===== src/hw/dram_consts.svh =====
`ifndef DRAM_CONSTS_SVH
`define DRAM_CONSTS_SVH

// Refresh timing, in CLK cycles
`define REF_PERIOD 64   // Interval between refresh requests
`define REF_URGENT 16   // Grace before a pending request turns urgent

// DRAM multiplexed address width
`define ROW_BITS 12

// Region codes, taken from A21:A20
`define REG_RAM_LOW 2'b00   // Low RAM, refresh must wait for it
`define REG_RAM     2'b01   // Upper RAM, A21:A20 = 01 or 10
`define REG_ROM     2'b11   // NOR flash ROM

`endif


===== src/hw/memPkg.sv =====
`include "dram_consts.svh"

package memPkg;

	// DRAM controller states, refresh states sit in the upper half
	typedef enum logic [3:0] {
		stIdle     = 4'd0,    // Ready for an access
		stAccess   = 4'd1,    // Row strobed
		stHold     = 4'd2,    // Column strobed, waiting for /DTACK
		stEnd      = 4'd3,    // Cycle complete
		stRefCas   = 4'd8,    // CAS ahead of RAS
		stRefRas1  = 4'd9,
		stRefRas2  = 4'd10,
		stPre1     = 4'd11,   // RAS precharge
		stPre2     = 4'd12,
		stReenable = 4'd15    // Back to ready
	} dramState_e;

	// Address regions
	typedef enum logic [1:0] {
		regRamLow = `REG_RAM_LOW,
		regRam    = `REG_RAM,
		regRom    = `REG_ROM
	} region_e;

endpackage


===== src/hw/cpuBusIf.sv =====
interface cpuBusIf import memPkg::*; ();

	logic [21:1] A;
	logic nWE;
	logic nAS;
	logic nLDS;
	logic nUDS;
	logic bact;       // Bus cycle active, /AS sampled
	logic bactR;      // bact one cycle later
	logic dtackR;     // Registered /DTACK, high true
	region_e region;  // Decoded from A21:A20

	modport dec (
		output A,
		output nWE,
		output nAS,
		output nLDS,
		output nUDS,
		output bact,
		output bactR,
		output dtackR,
		output region
	);

	modport ctrl (
		input bact,
		input bactR,
		input dtackR,
		input region
	);

	modport pins (
		input A,
		input nWE,
		input nAS,
		input nLDS,
		input nUDS,
		input bact,
		input bactR,
		input dtackR,
		input region
	);

endinterface


===== src/hw/busDecode.sv =====
module busDecode import memPkg::*; (
	input  logic        CLK,
	input  logic        rstN,
	input  logic [21:1] A,
	input  logic        nWE,
	input  logic        nAS,
	input  logic        nLDS,
	input  logic        nUDS,
	input  logic        nDTACK,
	cpuBusIf.dec        bus
);

	// Raw CPU signals go to the pin driver unchanged
	assign bus.A    = A;
	assign bus.nWE  = nWE;
	assign bus.nAS  = nAS;
	assign bus.nLDS = nLDS;
	assign bus.nUDS = nUDS;

	// Region decode from the top two address bits
	always_comb begin
		case (A[21:20])
			2'b00:   bus.region = regRamLow;
			2'b11:   bus.region = regRom;
			default: bus.region = regRam;   // 01 and 10
		endcase
	end

	// bact follows /AS one edge late, bactR one more
	// A cycle start is the single cycle with bact high and bactR low
	always_ff @(posedge CLK or negedge rstN) begin
		if (!rstN) begin
			bus.bact  <= 1'b0;
			bus.bactR <= 1'b0;
		end else begin
			bus.bact  <= !nAS;
			bus.bactR <= bus.bact;
		end
	end

	// /DTACK comes from the system glue, sampled once per edge
	always_ff @(posedge CLK or negedge rstN) begin
		if (!rstN) begin
			bus.dtackR <= 1'b0;
		end else begin
			bus.dtackR <= !nDTACK;   // High true inside the design
		end
	end

endmodule


===== src/hw/refreshTimer.sv =====
`include "dram_consts.svh"

module refreshTimer (
	input  logic CLK,
	input  logic rstN,
	input  logic refAck,
	output logic refReq,
	output logic refUrg
);

	localparam int PeriodW = $clog2(`REF_PERIOD + 1);
	localparam int UrgW    = $clog2(`REF_URGENT + 1);

	logic [PeriodW-1:0] periodCnt;
	logic [UrgW-1:0]    urgCnt;
	logic               periodDone;
	logic               urgDone;

	assign periodDone = periodCnt == PeriodW'(`REF_PERIOD - 1);
	assign urgDone    = urgCnt == UrgW'(`REF_URGENT - 1);

	// Interval counter, restarted by each acknowledge
	always_ff @(posedge CLK or negedge rstN) begin
		if (!rstN) begin
			periodCnt <= '0;
			refReq    <= 1'b0;
		end else if (refAck) begin
			periodCnt <= '0;
			refReq    <= 1'b0;
		end else begin
			periodCnt <= periodDone ? '0 : periodCnt + 1'b1;
			if (periodDone)
				refReq <= 1'b1;   // Stays up until served
		end
	end

	// Escalation counter, runs only while a request waits
	always_ff @(posedge CLK or negedge rstN) begin
		if (!rstN) begin
			urgCnt <= '0;
			refUrg <= 1'b0;
		end else if (refAck) begin
			urgCnt <= '0;
			refUrg <= 1'b0;
		end else if (refReq && !refUrg) begin
			if (urgDone)
				refUrg <= 1'b1;
			else
				urgCnt <= urgCnt + 1'b1;
		end
	end

endmodule


===== src/hw/dramCtrl.sv =====
module dramCtrl import memPkg::*; (
	input  logic  CLK,
	input  logic  rstN,
	cpuBusIf.ctrl bus,
	input  logic  refReq,
	input  logic  refUrg,
	output logic  refAck,     // One cycle on entry to stPre1
	output logic  rasSel,     // Column phase of the address mux
	output logic  rasRow,     // Row strobe held by the FSM
	output logic  rasEn,      // Lets /AS drive RAS directly
	output logic  rasTrail,   // Row strobe extended to the falling edge
	output logic  ramReady,
	output logic  nCAS
);

	dramState_e state;
	logic       ramSel;
	logic       lowFree;
	logic       cycleStart;
	logic       goRefresh;

	assign ramSel     = bus.region != regRom;
	assign lowFree    = bus.region != regRamLow;   // Foreign cycle, low RAM untouched
	assign cycleStart = bus.bact && !bus.bactR;

	// Normal requests slip in at the start of a foreign cycle,
	// urgent ones whenever low RAM is not being used
	assign goRefresh = (refReq && cycleStart && lowFree) ||
		(refUrg && bus.bact && lowFree) ||
		(refUrg && !bus.bact);

	always_ff @(posedge CLK or negedge rstN) begin
		if (!rstN) begin
			state    <= stIdle;
			rasSel   <= 1'b0;
			rasRow   <= 1'b0;
			rasEn    <= 1'b0;
			ramReady <= 1'b1;
			refAck   <= 1'b0;
		end else begin
			// Most states drop these, the case below raises what it needs
			rasSel   <= 1'b0;
			rasRow   <= 1'b0;
			rasEn    <= 1'b0;
			ramReady <= 1'b0;
			refAck   <= 1'b0;
			case (state)
				stIdle: begin
					if (goRefresh) begin
						state <= stRefCas;
					end else if (bus.bact && ramSel && rasEn) begin
						state    <= stAccess;
						rasSel   <= 1'b1;
						rasRow   <= 1'b1;
						rasEn    <= 1'b1;
						ramReady <= 1'b1;
					end else begin
						rasEn    <= 1'b1;   // Stay ready
						ramReady <= 1'b1;
					end
				end
				stAccess: begin
					state    <= stHold;
					rasSel   <= 1'b1;
					ramReady <= 1'b1;
				end
				stHold: begin
					ramReady <= 1'b1;
					if (bus.dtackR)
						state <= stEnd;
					else
						rasSel <= 1'b1;   // Keep column on the pins
				end
				stEnd: begin
					if (refUrg) begin
						state <= stRefCas;
					end else begin
						state    <= stIdle;
						rasEn    <= 1'b1;
						ramReady <= 1'b1;
					end
				end
				stRefCas: begin
					state  <= stRefRas1;
					rasRow <= 1'b1;
				end
				stRefRas1: begin
					state  <= stRefRas2;
					rasRow <= 1'b1;
				end
				stRefRas2: begin
					state  <= stPre1;
					refAck <= 1'b1;
				end
				stPre1: state <= stPre2;
				stPre2: state <= stReenable;
				stReenable: begin
					state    <= stIdle;
					rasEn    <= 1'b1;
					ramReady <= 1'b1;
				end
				default: begin
					state    <= stIdle;
					rasEn    <= 1'b1;
					ramReady <= 1'b1;
				end
			endcase
		end
	end

	// CAS runs half a cycle behind the state, which puts it
	// between the RAS edges for both access and CBR refresh
	always_ff @(negedge CLK or negedge rstN) begin
		if (!rstN) begin
			nCAS     <= 1'b1;
			rasTrail <= 1'b0;
		end else begin
			rasTrail <= state == stAccess;
			case (state)
				stAccess:  nCAS <= 1'b0;
				stHold:    nCAS <= bus.dtackR;   // Rises once /DTACK is in
				stRefCas:  nCAS <= 1'b0;
				stRefRas1: nCAS <= 1'b0;
				stRefRas2: nCAS <= 1'b0;
				default:   nCAS <= 1'b1;
			endcase
		end
	end

endmodule


===== src/hw/dramPins.sv =====
`include "dram_consts.svh"

module dramPins import memPkg::*; (
	input  logic                 CLK,
	input  logic                 rstN,
	cpuBusIf.pins                bus,
	input  logic                 rasSel,
	input  logic                 rasRow,
	input  logic                 rasEn,
	input  logic                 rasTrail,
	output logic [`ROW_BITS-1:0] RA,
	output logic                 nRAS,
	output logic                 nLWE,
	output logic                 nUWE,
	output logic                 nOE,
	output logic                 nROMCS,
	output logic                 nROMWE
);

	logic [`ROW_BITS-1:0] rowAddr;
	logic [`ROW_BITS-1:0] colAddr;
	logic                 ramSel;
	logic                 romSel;
	logic                 asLow;

	assign ramSel = bus.region != regRom;
	assign romSel = bus.region == regRom;
	assign asLow  = !bus.nAS;

	// Row and column bit order follows the board wiring.
	// RA3 and RA11 carry the same bits, RA8 and RA11 double as ROM A18/A19
	assign rowAddr = {bus.A[19], bus.A[17], bus.A[15], bus.A[18], bus.A[14:11],
		bus.A[19], bus.A[16], bus.A[10], bus.A[9]};
	assign colAddr = {bus.A[20], bus.A[7], bus.A[8], bus.A[21], bus.A[6:3],
		bus.A[20], bus.A[7], bus.A[2], bus.A[1]};
	assign RA = rasSel ? colAddr : rowAddr;

	// RAS from /AS while enabled, then held by the controller
	assign nRAS = !((asLow && ramSel && rasEn) || rasRow || rasTrail);

	// Byte lanes write only in the column phase
	assign nLWE = !(!bus.nLDS && !bus.nWE && rasSel);
	assign nUWE = !(!bus.nUDS && !bus.nWE && rasSel);

	// ROM strobes
	assign nROMCS = !(romSel && asLow);
	assign nROMWE = !(romSel && asLow && !bus.nWE);

	// Shared output enable for reads, drops once /DTACK was seen
	always_ff @(posedge CLK or negedge rstN) begin
		if (!rstN)
			nOE <= 1'b1;
		else
			nOE <= !(bus.bact && bus.nWE && !(bus.bactR && bus.dtackR));
	end

endmodule


===== src/hw/memTop.sv =====
`include "dram_consts.svh"

module memTop (
	input  logic                 CLK,
	input  logic                 rstN,
	input  logic [21:1]          A,
	input  logic                 nWE,
	input  logic                 nAS,
	input  logic                 nLDS,
	input  logic                 nUDS,
	input  logic                 nDTACK,
	output logic [`ROW_BITS-1:0] RA,
	output logic                 nRAS,
	output logic                 nCAS,
	output logic                 nLWE,
	output logic                 nUWE,
	output logic                 nOE,
	output logic                 nROMCS,
	output logic                 nROMWE,
	output logic                 ramReady
);

	cpuBusIf bus ();

	logic refReq;
	logic refUrg;
	logic refAck;
	logic rasSel;
	logic rasRow;
	logic rasEn;
	logic rasTrail;

	busDecode uDecode (
		.CLK    (CLK),
		.rstN   (rstN),
		.A      (A),
		.nWE    (nWE),
		.nAS    (nAS),
		.nLDS   (nLDS),
		.nUDS   (nUDS),
		.nDTACK (nDTACK),
		.bus    (bus.dec)
	);

	refreshTimer uRefresh (
		.CLK    (CLK),
		.rstN   (rstN),
		.refAck (refAck),
		.refReq (refReq),
		.refUrg (refUrg)
	);

	dramCtrl uCtrl (
		.CLK      (CLK),
		.rstN     (rstN),
		.bus      (bus.ctrl),
		.refReq   (refReq),
		.refUrg   (refUrg),
		.refAck   (refAck),
		.rasSel   (rasSel),
		.rasRow   (rasRow),
		.rasEn    (rasEn),
		.rasTrail (rasTrail),
		.ramReady (ramReady),
		.nCAS     (nCAS)
	);

	dramPins uPins (
		.CLK      (CLK),
		.rstN     (rstN),
		.bus      (bus.pins),
		.rasSel   (rasSel),
		.rasRow   (rasRow),
		.rasEn    (rasEn),
		.rasTrail (rasTrail),
		.RA       (RA),
		.nRAS     (nRAS),
		.nLWE     (nLWE),
		.nUWE     (nUWE),
		.nOE      (nOE),
		.nROMCS   (nROMCS),
		.nROMWE   (nROMWE)
	);

endmodule


===== config.mk =====
export PLATFORM = sky130hd
export DESIGN_NAME = memTop
export DESIGN_NICKNAME = d
export VERILOG_FILES = /design/src/hw/memPkg.sv /design/src/hw/cpuBusIf.sv /design/src/hw/busDecode.sv /design/src/hw/refreshTimer.sv /design/src/hw/dramCtrl.sv /design/src/hw/dramPins.sv /design/src/hw/memTop.sv
export VERILOG_INCLUDE_DIRS = /design/src /design/src/hw
export SDC_FILE = /design/constraint.sdc
export NUM_CORES = 1
export LEC_CHECK = 0
export ABC_CLOCK_PERIOD_IN_PS = 1700
export BUFFER_PORTS_ARGS = -buffer_cell sky130_fd_sc_hd__buf_2
export CELL_PAD_IN_SITES_DETAIL_PLACEMENT = 1
export CELL_PAD_IN_SITES_GLOBAL_PLACEMENT = 2
export CORE_MARGIN = 8
export CORE_UTILIZATION = 28
export CTS_BUF_LIST = sky130_fd_sc_hd__clkbuf_4
export CTS_CLUSTER_DIAMETER = 80
export DETAILED_ROUTE_END_ITERATION = 7
export PLACE_DENSITY_LB_ADDON = 0.05
export SLEW_MARGIN = 30
export SYNTH_ARGS = -nofsm -noshare
export SYNTH_HDL_FRONTEND = slang
export SYNTH_SLANG_ARGS = --single-unit

===== constraint.sdc =====
create_clock -name CLK -period 1.7 [get_ports CLK]
set_clock_uncertainty 0.15 [all_clocks]
set_input_delay 0.34 -clock CLK [delete_from_list [all_inputs] [get_ports CLK]]
set_output_delay 0.34 -clock CLK [all_outputs]
set_load 0.03 [all_outputs]

==> metrics.md, run 1 <==
| Metric | Value |
|---|---|
| Post-detail-place hpwl | `3.43 mm` |
| Post-synth cell types | `38` |
| Initial core utilization | `28.7%` |
| HP Class | `in -> reg` |
| Yosys warns | `0` |
| MaxCap Viol Count | `0` |
| Post-synth ARST share | `100%` |
| Total global-route track usage | `roughly an eighth` |
| Number of flops mapped to enable cells by yosys | `0` |
| Power Dens Cells | `1220 nW/um^2` |
| Pre-CTS setup slack | `-453 ps` |
| Clock power share | `between 10% and 20%` |
| Routed WL | `approximately 4.6 mm` |
| Die Width | `approximately 88 um` |
| Filler cells | `577` |
| Internal | `around 1.7 mW` |
| Gpl congestion | `approximately 0.84` |
| Post-Synthesis Cells | `143` |
| CP top delay family | `flip-flops` |
| Drt initial violations | `43` |
| Clk_lat worst skew | `320 ps` |
| Clock transition at path regs | `~100 ps` |
| PortBufs | `47` |
| Part of the power in registers | `a little under a third` |
| Post-Synthesis Mean Instance Area | `roughly 10 um^2` |
| Max FO, Critical Path | `1` |
| Crit path buffers/inverters | `1` |
| Pleak | `approximately 1.1 nW` |
| Post-Syn Area | `1450 um^2` |
| Antenna violations before repair | `0` |
| Die ar. | `between 7000 and 8000 um^2` |
| Synth top cells by count | `dfrtp_1, nor2_1, inv_1, mux2_2` |
| CTS HTree Levels | `2` |
| Yosys top cell by area | `dfrtp_1` |
| Number of synthesized register bits | `29` |
| Antenna viol nets, final | `0` |
| Worst path max stage delay | `between 300 and 400 ps` |
| Post-synthesis sequential area ratio | `just over 50%` |
| Synth Flop Type | `dfrtp_1` |
| GR Overflow Total | `0` |
| Vias post-DR | `roughly 1400` |
| Final setup viols | `23` |
| RSZ-0062 raised after global routing | `yes` |
| Status | `finished with violations` |
| CP max stage cell | `dfrtn_1` |
| P&R area growth vs syn | `55.2%` |
| Core area | `5040 um^2` |
| Crit Path Category | `reg -> out` |
| Nets | `251` |
| Critical Path RT | `~1200 ps` |
| Via density | `~4.7` |
| Least-Margin Pin Slew | `about 490 ps` |
| Clock sink count | `29` |
| Largest net degree at the start of global routing | `16` |
| Final Max Slew Viols | `0` |
| Count leader, synth | `dfrtp_1` |
| Logic pwr share | `a little over half` |
| DR DRC count | `0` |
| Syn Nets | `roughly 170` |
| Switching power | `around 1.1 mW` |
| Detailed Routing Iterations Pass 1 | `4` |
| Violated checks | `setup timing` |
| Crit end category | `output pin` |
| Largest cells by area after synthesis | `dfrtp_1, mux2_2, dfstp_2, nor2_1, ha_1` |
| Fin. Hold Viols | `0` |
| CTS tree | `yes` |
| Arr. time, crit path | `1940 ps` |
| CTS root buf | `clkbuf_4` |
| Num ports | `48` |
| Worst vdd ir | `just over 0.4 mV` |
| N_diodes | `0` |
| Net Sw Frac | `around 39%` |
| Startpoint Class | `flop` |
| First-pass GRT wire length | `7.37 mm` |
| Critical-path cell list | `a311oi_4, buf_6` |
| Wire per inst | `15.7 um` |
| FP Rows | `26` |
| Num CTS Buffers | `5` |
| Share of cells above drive strength 1 | `49.8%` |
| Max_slew headroom | `roughly two thirds` |
| CTS max path bufs | `2` |
| Synth top area share | `around 43%` |
| Total Power | `approximately 2.7 mW` |
| Vias in the first global route | `1439` |
| Worst Setup Slack, final | `-733 ps` |
| Die Ht | `just under 90 um` |
==> final timing paths <==
path | start | endpoint | cells past startpoint | slack (ps)
min in group asynchronous | rstN | uRefresh.periodCnt[3] | 3 | 410
worst max-delay path | uCtrl.rasTrail | nRAS | 2 | -730
worst min-delay path | nWE | uPins.nOE | 2 | 60
worst max register to register | uRefresh.urgCnt[1] | uRefresh.urgCnt[1] | 7 | -200
max in group asynchronous | rstN | uCtrl.nCAS | 2 | 170
worst min register to register | uRefresh.periodCnt[0] | uRefresh.periodCnt[0] | 1 | 310
==> layer usage <==
metal	wire length [um]	global-route usage [%]	vias up
met5	0	0	-
met4	67	4.22	0
met3	437	5.25	7
met2	2310	22.0	45
met1	1740	13.4	661
li1	-	-	650
==> logic make-up (layout without fill, tap and decap cells) <==
group | Yosys count | in the layout | synth area share (%)
xor gates and xnor gates | 7 | 7 | 4.23
buffers and inverters | 17 | 95 | 5.01
and+or+nand+nor | 52 | 52 | 18.1
DFF | 29 | 29 | 50.3
muxes | 10 | 10 | 7.69
AOI/OAI and AO/OA | 25 | 25 | 12.0
adders and majority gates | 3 | 3 | 2.59
==> stage by stage <==
step	std cells	util (%)	TNS, ps	hold slack, ps	area (um^2)
finish	291	44.6	-5890	57.9	2250
global route	291	44.6	-7630	42.6	2250
CTS	289	43.9	-6050	52.6	2210
detailed placement	272	38.4	-1870	226	1940
global placement	272	38.4	-1490	241	1940
floorplan	143	-	-1090	-106	1510
==> sequential cells by signal, indices dropped and copies added, names as in the netlist <==
signal,flops
uRefresh.periodCnt,7
uRefresh.urgCnt,5
uCtrl.state,4
uCtrl.nCAS,1
uCtrl.ramReady,1
uCtrl.rasEn,1
uCtrl.rasRow,1
uCtrl.rasSel,1
uCtrl.rasTrail,1
uCtrl.refAck,1
uDecode.bus.bact,1
uDecode.bus.bactR,1
uDecode.bus.dtackR,1
uPins.nOE,1
uRefresh.refReq,1
uRefresh.refUrg,1
==> power groups by stage <==
stage	Combinational, mW	Clock, mW	Sequential, mW
after floorplan	0.749	0.00736	0.864
after global placement	1.09	0.00736	0.855
after detailed placement	1.11	0.00736	0.861
after CTS	1.47	0.429	0.870
after global routing	1.56	0.464	0.885
final	1.46	0.404	0.870
==> what timing repair did <==
item | in CTS | in global routing
resized for setup | 35 | 5
gates cloned | 1 | 0
pin swaps | 9 | 4
endpoints found under the hold margin | 26 | 0
setup endpoints to repair | 23 | 23
hold buffers | 2 | 0
buffers inserted | 7 | 3
==> final cells by class <==
type                       count  area (um^2)  share of cell area [%]
inverter                       8         30.0                    1.34
clock buffer                   5         37.5                    1.67
clock inverter                 4         17.5                   0.779
tap                           70         87.6                    3.90
multi-input combinational     97          771                    34.3
sequential                    29          729                    32.4
timing repair buffer          78          576                    25.6
==> placed cells by master, fill, tap and decap left out, types with 2 or more instances in the layout <==
| cell type | instances |
|---|---|
| a21oi_1 | 6 |
| buf_2 | 37 |
| buf_4 | 25 |
| buf_6 | 12 |
| clkbuf_4 | 5 |
| clkinv_2 | 2 |
| dfrtp_1 | 25 |
| dfstp_2 | 3 |
| dlygate4sd3_1 | 2 |
| inv_1 | 10 |
| mux2_2 | 5 |
| mux2_4 | 4 |
| nand2_1 | 7 |
| nand3_1 | 6 |
| nor2_1 | 20 |
| nor3_1 | 5 |
| nor3b_1 | 2 |
| o21ai_0 | 3 |
| o21ai_1 | 2 |
| o31a_1 | 2 |
| or3b_4 | 2 |
| xnor2_1 | 2 |
| xor2_1 | 4 |
Power figures use the tool's default switching activity.
==> inputs of run 2 (changes only) <==
--- a/config.mk
+++ b/config.mk
@@ -12,9 +12,10 @@
 export CELL_PAD_IN_SITES_GLOBAL_PLACEMENT = 2
 export CORE_MARGIN = 8
 export CORE_UTILIZATION = 28
-export CTS_BUF_LIST = sky130_fd_sc_hd__clkbuf_4
+export CTS_BUF_LIST = sky130_fd_sc_hd__clkbuf_4 sky130_fd_sc_hd__clkbuf_8
 export CTS_CLUSTER_DIAMETER = 80
 export DETAILED_ROUTE_END_ITERATION = 7
+export GPL_TIMING_DRIVEN = 0
 export PLACE_DENSITY_LB_ADDON = 0.05
 export SLEW_MARGIN = 30
 export SYNTH_ARGS = -nofsm -noshare
==> run 2 against run 1 <==
Net effect:
- the flow finishes with violations (hold timing, setup timing)
- hold slack lost 130 ps
- highest routed layer unchanged
- flip-flop and latch count unchanged
- combinational power up 11%
- non-clock buffer count is 8 lower
- sequential share of layout area fell by 0.57 points
- largest power group unchanged
- register-to-register slack about the same
==> metrics.md, run 2 (synthesis gave the netlist of run 1 again) <==
| Metric | Value |
|---|---|
| Pleak | `1.05 nW (-0.56%)` |
| Die Width | `87.9 um (unchanged)` |
| Most frequent cells in the layout | `buf_2, buf_6, dfrtp_1` |
| Share of cells above drive strength 1 | `50.7% (+0.93 points)` |
| Violated checks | `hold timing, setup timing` |
| Placed instance area | `1830 um^2 (-5.6%)` |
| Routed WL | `4.34 mm (-4.8%)` |
| Final instance area | `2290 um^2 (+1.9%)` |
| Arr. time, crit path | `1880 ps (-60 ps)` |
| Antenna violations before repair | `0 (unchanged)` |
| Power Dens Cells | `1320 nW/um^2 (+8.7%)` |
| Total Power | `3.03 mW (+11%)` |
| DR DRC count | `0 (unchanged)` |
| HP Class | `in -> async` |
| Num CTS Buffers | `5 (unchanged)` |
| Final Max Slew Viols | `0 (unchanged)` |
| Die ar. | `7730 um^2 (unchanged)` |
| FP Rows | `26 (unchanged)` |
| CTS HTree Levels | `2 (unchanged)` |
| Core area | `5040 um^2 (unchanged)` |
| Vias post-DR | `1322 (-3.0%)` |
| Internal | `1.93 mW (+15%)` |
| CTS root buf | `clkbuf_8` |
| Register-to-register setup slack | `-190 ps (about the same)` |
| Detailed Routing Iterations Pass 1 | `4 (unchanged)` |
| RSZ-0062 raised after global routing | `yes` |
| Reg-to-Reg Start | `uRefresh.urgCnt[0]` |
| Max FO, Critical Path | `1 (unchanged)` |
| CTS tree | `yes` |
| Drt initial violations | `28 (-35%)` |
| Critical Path RT | `1210 ps (about the same)` |
| Max_slew headroom | `56.9% (-10 points)` |
| Final setup viols | `21 (-8.7%)` |
| Hold Slack | `-72.7 ps (-131 ps)` |
| Post-detail-place hpwl | `3.08 mm (-10%)` |
| Worst Setup Slack, final | `-674 ps (+59.0 ps)` |
| Gpl congestion | `0.783 (-7.0%)` |
| Reg2reg end | `uRefresh.urgCnt[1]` |
| Max FFs per register | `7 (unchanged)` |
| Least-Margin Pin Slew | `646 ps (+157 ps)` |
| Logic pwr share | `53.4% (about the same)` |
| N_diodes | `0 (unchanged)` |
| Crit end category | `output pin` |
| Fin. Hold Viols | `25 (+25)` |
| Num ports | `48 (unchanged)` |
| Via density | `4.67 (-0.27%)` |
| Clk_lat worst skew | `280 ps (-40 ps)` |
| Commonest non-fill, non-tap cell in the layout | `buf_2` |
| Startpoint Class | `flop` |
| Antenna viol nets, final | `0 (unchanged)` |
| Status | `finished with violations` |
| Largest net degree at the start of global routing | `30 (+14)` |
| Die Ht | `87.9 um (unchanged)` |
| First-pass GRT wire length | `6.84 mm (-7.2%)` |
| Clock sink count | `29 (unchanged)` |
| Total global-route track usage | `11.5% (-1.2 points)` |
| Vias in the first global route | `1437 (-0.14%)` |
| Leading registers by flop count | `uRefresh.periodCnt (7), uRefresh.urgCnt (5), uCtrl.state (4)` |
| MaxCap Viol Count | `0 (unchanged)` |
| Clock transition at path regs | `70 ps (-30 ps)` |
| Filler cells | `584 (+1.2%)` |
| GR Overflow Total | `0 (unchanged)` |
| Part of the power in registers | `28.0% (-3.8 points)` |
| CTS max path bufs | `2 (unchanged)` |
| PortBufs | `47 (unchanged)` |
| Switching power | `1.11 mW (+4.7%)` |
| P&R area growth vs syn | `58.2%` |
| Crit Path Category | `reg -> out` |
| Reg2Reg Depth | `7 (unchanged)` |
| Nets | `243 (-3.2%)` |
| Net Sw Frac | `36.5% (-2.1 points)` |
| Wire per inst | `15.3 um (-2.1%)` |
| Top reg by flops | `uRefresh.periodCnt` |
| Worst vdd ir | `0.537 mV (+31%)` |
| Initial core utilization | `28.7% (unchanged)` |
| Clock power share | `18.6% (+3.8 points)` |
## run 2: cell types whose count changed in the layout (fill, tap and decap cells not counted), moves of 4 or more
cell	change
buf_4	-16
buf_6	+16
buf_2	-6
clkbuf_4	-5
clkbuf_8	+5
mux2_2	-4
mux2_4	+4
## run 2: cell type report
class	count	area, um^2	share of cell area [%]
Buffer	6	60.1	2.62
Timing Repair Buffer	64	502	21.9
Tap cell	70	87.6	3.82
Inverter	8	30.0	1.31
Clock inverter	4	21.3	0.928
Clock buffer	5	68.8	3.00
Sequential cell	29	731	31.9
Multi-Input combinational cell	97	792	34.6
## run 2: how the worst max path moves through the flow
stage	startpoint	to	slack, ps	depth (start not counted)
after CTS	uCtrl.rasTrail	nRAS	-690	2
after global routing	uCtrl.rasTrail	nRAS	-710	2
after global placement	uCtrl.rasTrail	nRAS	-420	2
after detailed placement	uCtrl.rasTrail	nRAS	-440	2
final	uCtrl.rasTrail	nRAS	-670	2
after floorplan	uCtrl.rasTrail	nRAS	-370	1
## run 2: layer usage
layer  vias to the layer above  track usage (%)  routed length [um]
met2                        45             19.3                2080
met4                         0             4.84                  51
met3                         4             4.50                 385
met1                       639             12.5                1820
met5                         -                0                   0
li1                        634                -                   -
## run 2: repair_timing
action / in CTS / in global routing
pin swaps: 8 / 5
setup buffers: 14 / 5
setup endpoints to repair: 23 / 23
gates resized for setup: 55 / 17
hold endpoints to repair: 25 / 15
## run 2: worst max-delay path, stage by stage (launching register included)
cell and delay, ps:
dfrtn_1 360, a311oi_4 220, buf_6 170
## run 2: power groups by stage
stage / combinational (mW) / clock, mW / sequential [mW]
finish: 1.62 / 0.563 / 0.850
floorplan: 0.749 / 0.00736 / 0.864
CTS: 1.48 / 0.586 / 0.837
global route: 1.72 / 0.614 / 0.860
global placement: 1.02 / 0.00736 / 0.845
detailed placement: 1.04 / 0.00736 / 0.848
## run 2: per-stage QoR
step | std cells | util [%] | setup TNS [ps] | worst slack, ps
after floorplan | 143 | - | -1090 | -367
after global placement | 260 | 36.3 | -2220 | -424
after detailed placement | 260 | 36.3 | -2580 | -442
after CTS | 281 | 43.9 | -3790 | -689
after global routing | 283 | 45.5 | -4920 | -715
final | 283 | 45.5 | -3810 | -674
==> inputs of run 3 (changes only) <==
--- a/config.mk
+++ b/config.mk
@@ -16,7 +16,7 @@
 export CTS_CLUSTER_DIAMETER = 80
 export DETAILED_ROUTE_END_ITERATION = 7
 export GPL_TIMING_DRIVEN = 0
-export PLACE_DENSITY_LB_ADDON = 0.05
+export PLACE_DENSITY = 0.87
 export SLEW_MARGIN = 30
 export SYNTH_ARGS = -nofsm -noshare
 export SYNTH_HDL_FRONTEND = slang
==> run 3 against run 2 <==
Net effect:
- the flow still finishes with violations (hold timing, setup timing)
- first-iteration DRC count rose by 14%
- sequential share of layout area fell by 1.3 points
- critical path depth did not move
- non-clock buffer count rose by 6
- die area did not move
- utilization rose by 1.9 points
- count of clock-buffer cells in the layout rose by 2
- routed wire length rose by 5.3%
- cell area rose by 4.1%
- setup slack improved by 0.93 ps
- critical endpoint unchanged
==> metrics.md, run 3 (synthesis gave the netlist of run 1 again) <==
| Metric | Value |
|---|---|
| Fin. Hold Viols | `25 (unchanged)` |
| Post-detail-place hpwl | `2.86 mm (-7.3%)` |
| Status | `finished with violations` |
| # placed instances | `260 (unchanged)` |
| Gpl congestion | `0.779 (-0.51%)` |
| Core area | `5040 um^2 (unchanged)` |
| Commonest non-fill, non-tap cell in the layout | `buf_2` |
| DR DRC count | `0 (unchanged)` |
| Startpoint Class | `flop` |
| Leading registers by flop count | `uRefresh.periodCnt (7), uRefresh.urgCnt (5), uCtrl.state (4)` |
| Die ar. | `7730 um^2 (unchanged)` |
| Area of the multi-input gates | `815 um^2 (+2.8%)` |
| Nets | `249 (+2.5%)` |
| Num ports | `48 (unchanged)` |
| Die Ht | `87.9 um (unchanged)` |
| Die Width | `87.9 um (unchanged)` |
| Most frequent cells in the layout | `buf_2, buf_6, dfrtp_1` |
| Worst vdd ir | `0.932 mV (+73%)` |
| Final Max Slew Viols | `0 (unchanged)` |
| Pleak | `1.11 nW (+5.8%)` |
| Vias in the first global route | `1412 (-1.7%)` |
| Max FO, Critical Path | `1 (unchanged)` |
| Max_slew headroom | `55.8% (-1.1 points)` |
| Final setup viols | `23 (+9.5%)` |
| Violated checks | `hold timing, setup timing` |
| Wire per inst | `15.8 um (+3.1%)` |
| Final Instance Count excl. Fillers | `289 (+2.1%)` |
| FP Rows | `26 (unchanged)` |
| Least-Margin Pin Slew | `663 ps (+17.0 ps)` |
| PortBufs | `47 (unchanged)` |
| GR Overflow Total | `0 (unchanged)` |
| Hold Slack | `-57.7 ps (+15.0 ps)` |
| Final Util | `47.3% (+1.9 points)` |
| Num CTS Buffers | `5 (unchanged)` |
| Total global-route track usage | `11.9% (+0.48 points)` |
| Clk_lat worst skew | `280 ps (about the same)` |
| FF/Latch Area | `731 um^2 (unchanged)` |
| Clock sink count | `29 (unchanged)` |
| Antenna violations before repair | `0 (unchanged)` |
| Routed WL | `4.57 mm (+5.3%)` |
| Via density | `4.66 (-0.22%)` |
| CTS max path bufs | `2 (unchanged)` |
| Filler cells | `555 (-5.0%)` |
| Share of cells above drive strength 1 | `53.0% (+2.3 points)` |
| Initial core utilization | `28.7% (unchanged)` |
| CTS root buf | `clkbuf_8` |
| RSZ-0062 raised after global routing | `yes` |
| N_diodes | `0 (unchanged)` |
| First-pass GRT wire length | `7.10 mm (+3.8%)` |
| Clock transition at path regs | `60 ps (about the same)` |
| Power Dens Cells | `1370 nW/um^2 (+3.6%)` |
| Arr. time, crit path | `1880 ps (about the same)` |
| Critical Path RT | `1210 ps (about the same)` |
| Top reg by flops | `uRefresh.periodCnt` |
| Drt initial violations | `32 (+14%)` |
| Vias post-DR | `1347 (+1.9%)` |
| Worst Setup Slack, final | `-673 ps (+0.930 ps)` |
| MaxCap Viol Count | `0 (unchanged)` |
| Largest net degree at the start of global routing | `30 (unchanged)` |
| Antenna viol nets, final | `0 (unchanged)` |
| HP Class | `in -> async` |
| CTS HTree Levels | `2 (unchanged)` |
| CTS tree | `yes` |
| Detailed Routing Iterations Pass 1 | `4 (unchanged)` |
| Crit end category | `output pin` |
| Crit Path Category | `reg -> out` |
| Max FFs per register | `7 (unchanged)` |
| P&R area growth vs syn | `64.7%` |
## run 3: path summary, 6_finish.rpt
path                                        from                     to  slack (ps)  cells past startpoint
max                               uCtrl.rasTrail                   nRAS        -670                      2
min                                         rstN         uCtrl.state[1]         -60                      1
max reg2reg                   uRefresh.urgCnt[1]     uRefresh.urgCnt[3]        -200                      7
min reg2reg                uRefresh.periodCnt[0]  uRefresh.periodCnt[0]         300                      1
max in group asynchronous                   rstN             uCtrl.nCAS         250                      1
min in group CLK                          nDTACK     uDecode.bus.dtackR          50                      2
## run 3: metrics by stage
stage / setup TNS (ps) / total power, mW / hold slack (ps) / setup WS (ps) / cell area [um^2]
after floorplan: -1090 / 1.62 / -106 / -367 / 1510
after global placement: -2120 / 1.88 / 254 / -406 / 1830
after detailed placement: -2250 / 1.89 / 258 / -412 / 1830
after CTS: -3420 / 3.11 / -45.2 / -671 / 2270
after global routing: -5080 / 3.43 / 2.05 / -722 / 2390
final: -3810 / 3.27 / -57.7 / -673 / 2390
## run 3: critical path, stage by stage (launching register included)
cell and delay, ps:
dfrtn_1 350, a311oi_4 220, buf_6 170
## run 3: layer usage
layer  share of wire (%)  track usage [%]  vias to the layer above
li1                    -                -                      645
met3                 8.8             4.13                        7
met1                  41             13.8                      649
met2                  49             20.1                       46
met5                   0                0                        -
met4                 1.4             3.75                        0
## run 3: layout make-up
type	instances	share of cell area, %
multi-input combinational	97	34.1
sequential	29	30.6
buffer	6	2.67
clock buffer	7	3.78
inverter	8	1.26
timing repair buffer	70	22.4
tap	70	3.67
clock inverter	2	1.42
## run 3: where the power goes
part / internal [mW] / leakage, nW / switching [mW]
clock network: 0.496 / 0.0672 / 0.261
logic: 0.880 / 0.683 / 0.784
registers: 0.778 / 0.363 / 0.0710
total: 2.15 / 1.11 / 1.12
## run 3: repair_timing
action	4_1_cts	5_1_grt
pin swaps	10	8
endpoints found under the setup margin	23	23
hold endpoints to repair	25	0
gates resized for setup	59	16
gates cloned	0	0
setup buffers	15	10
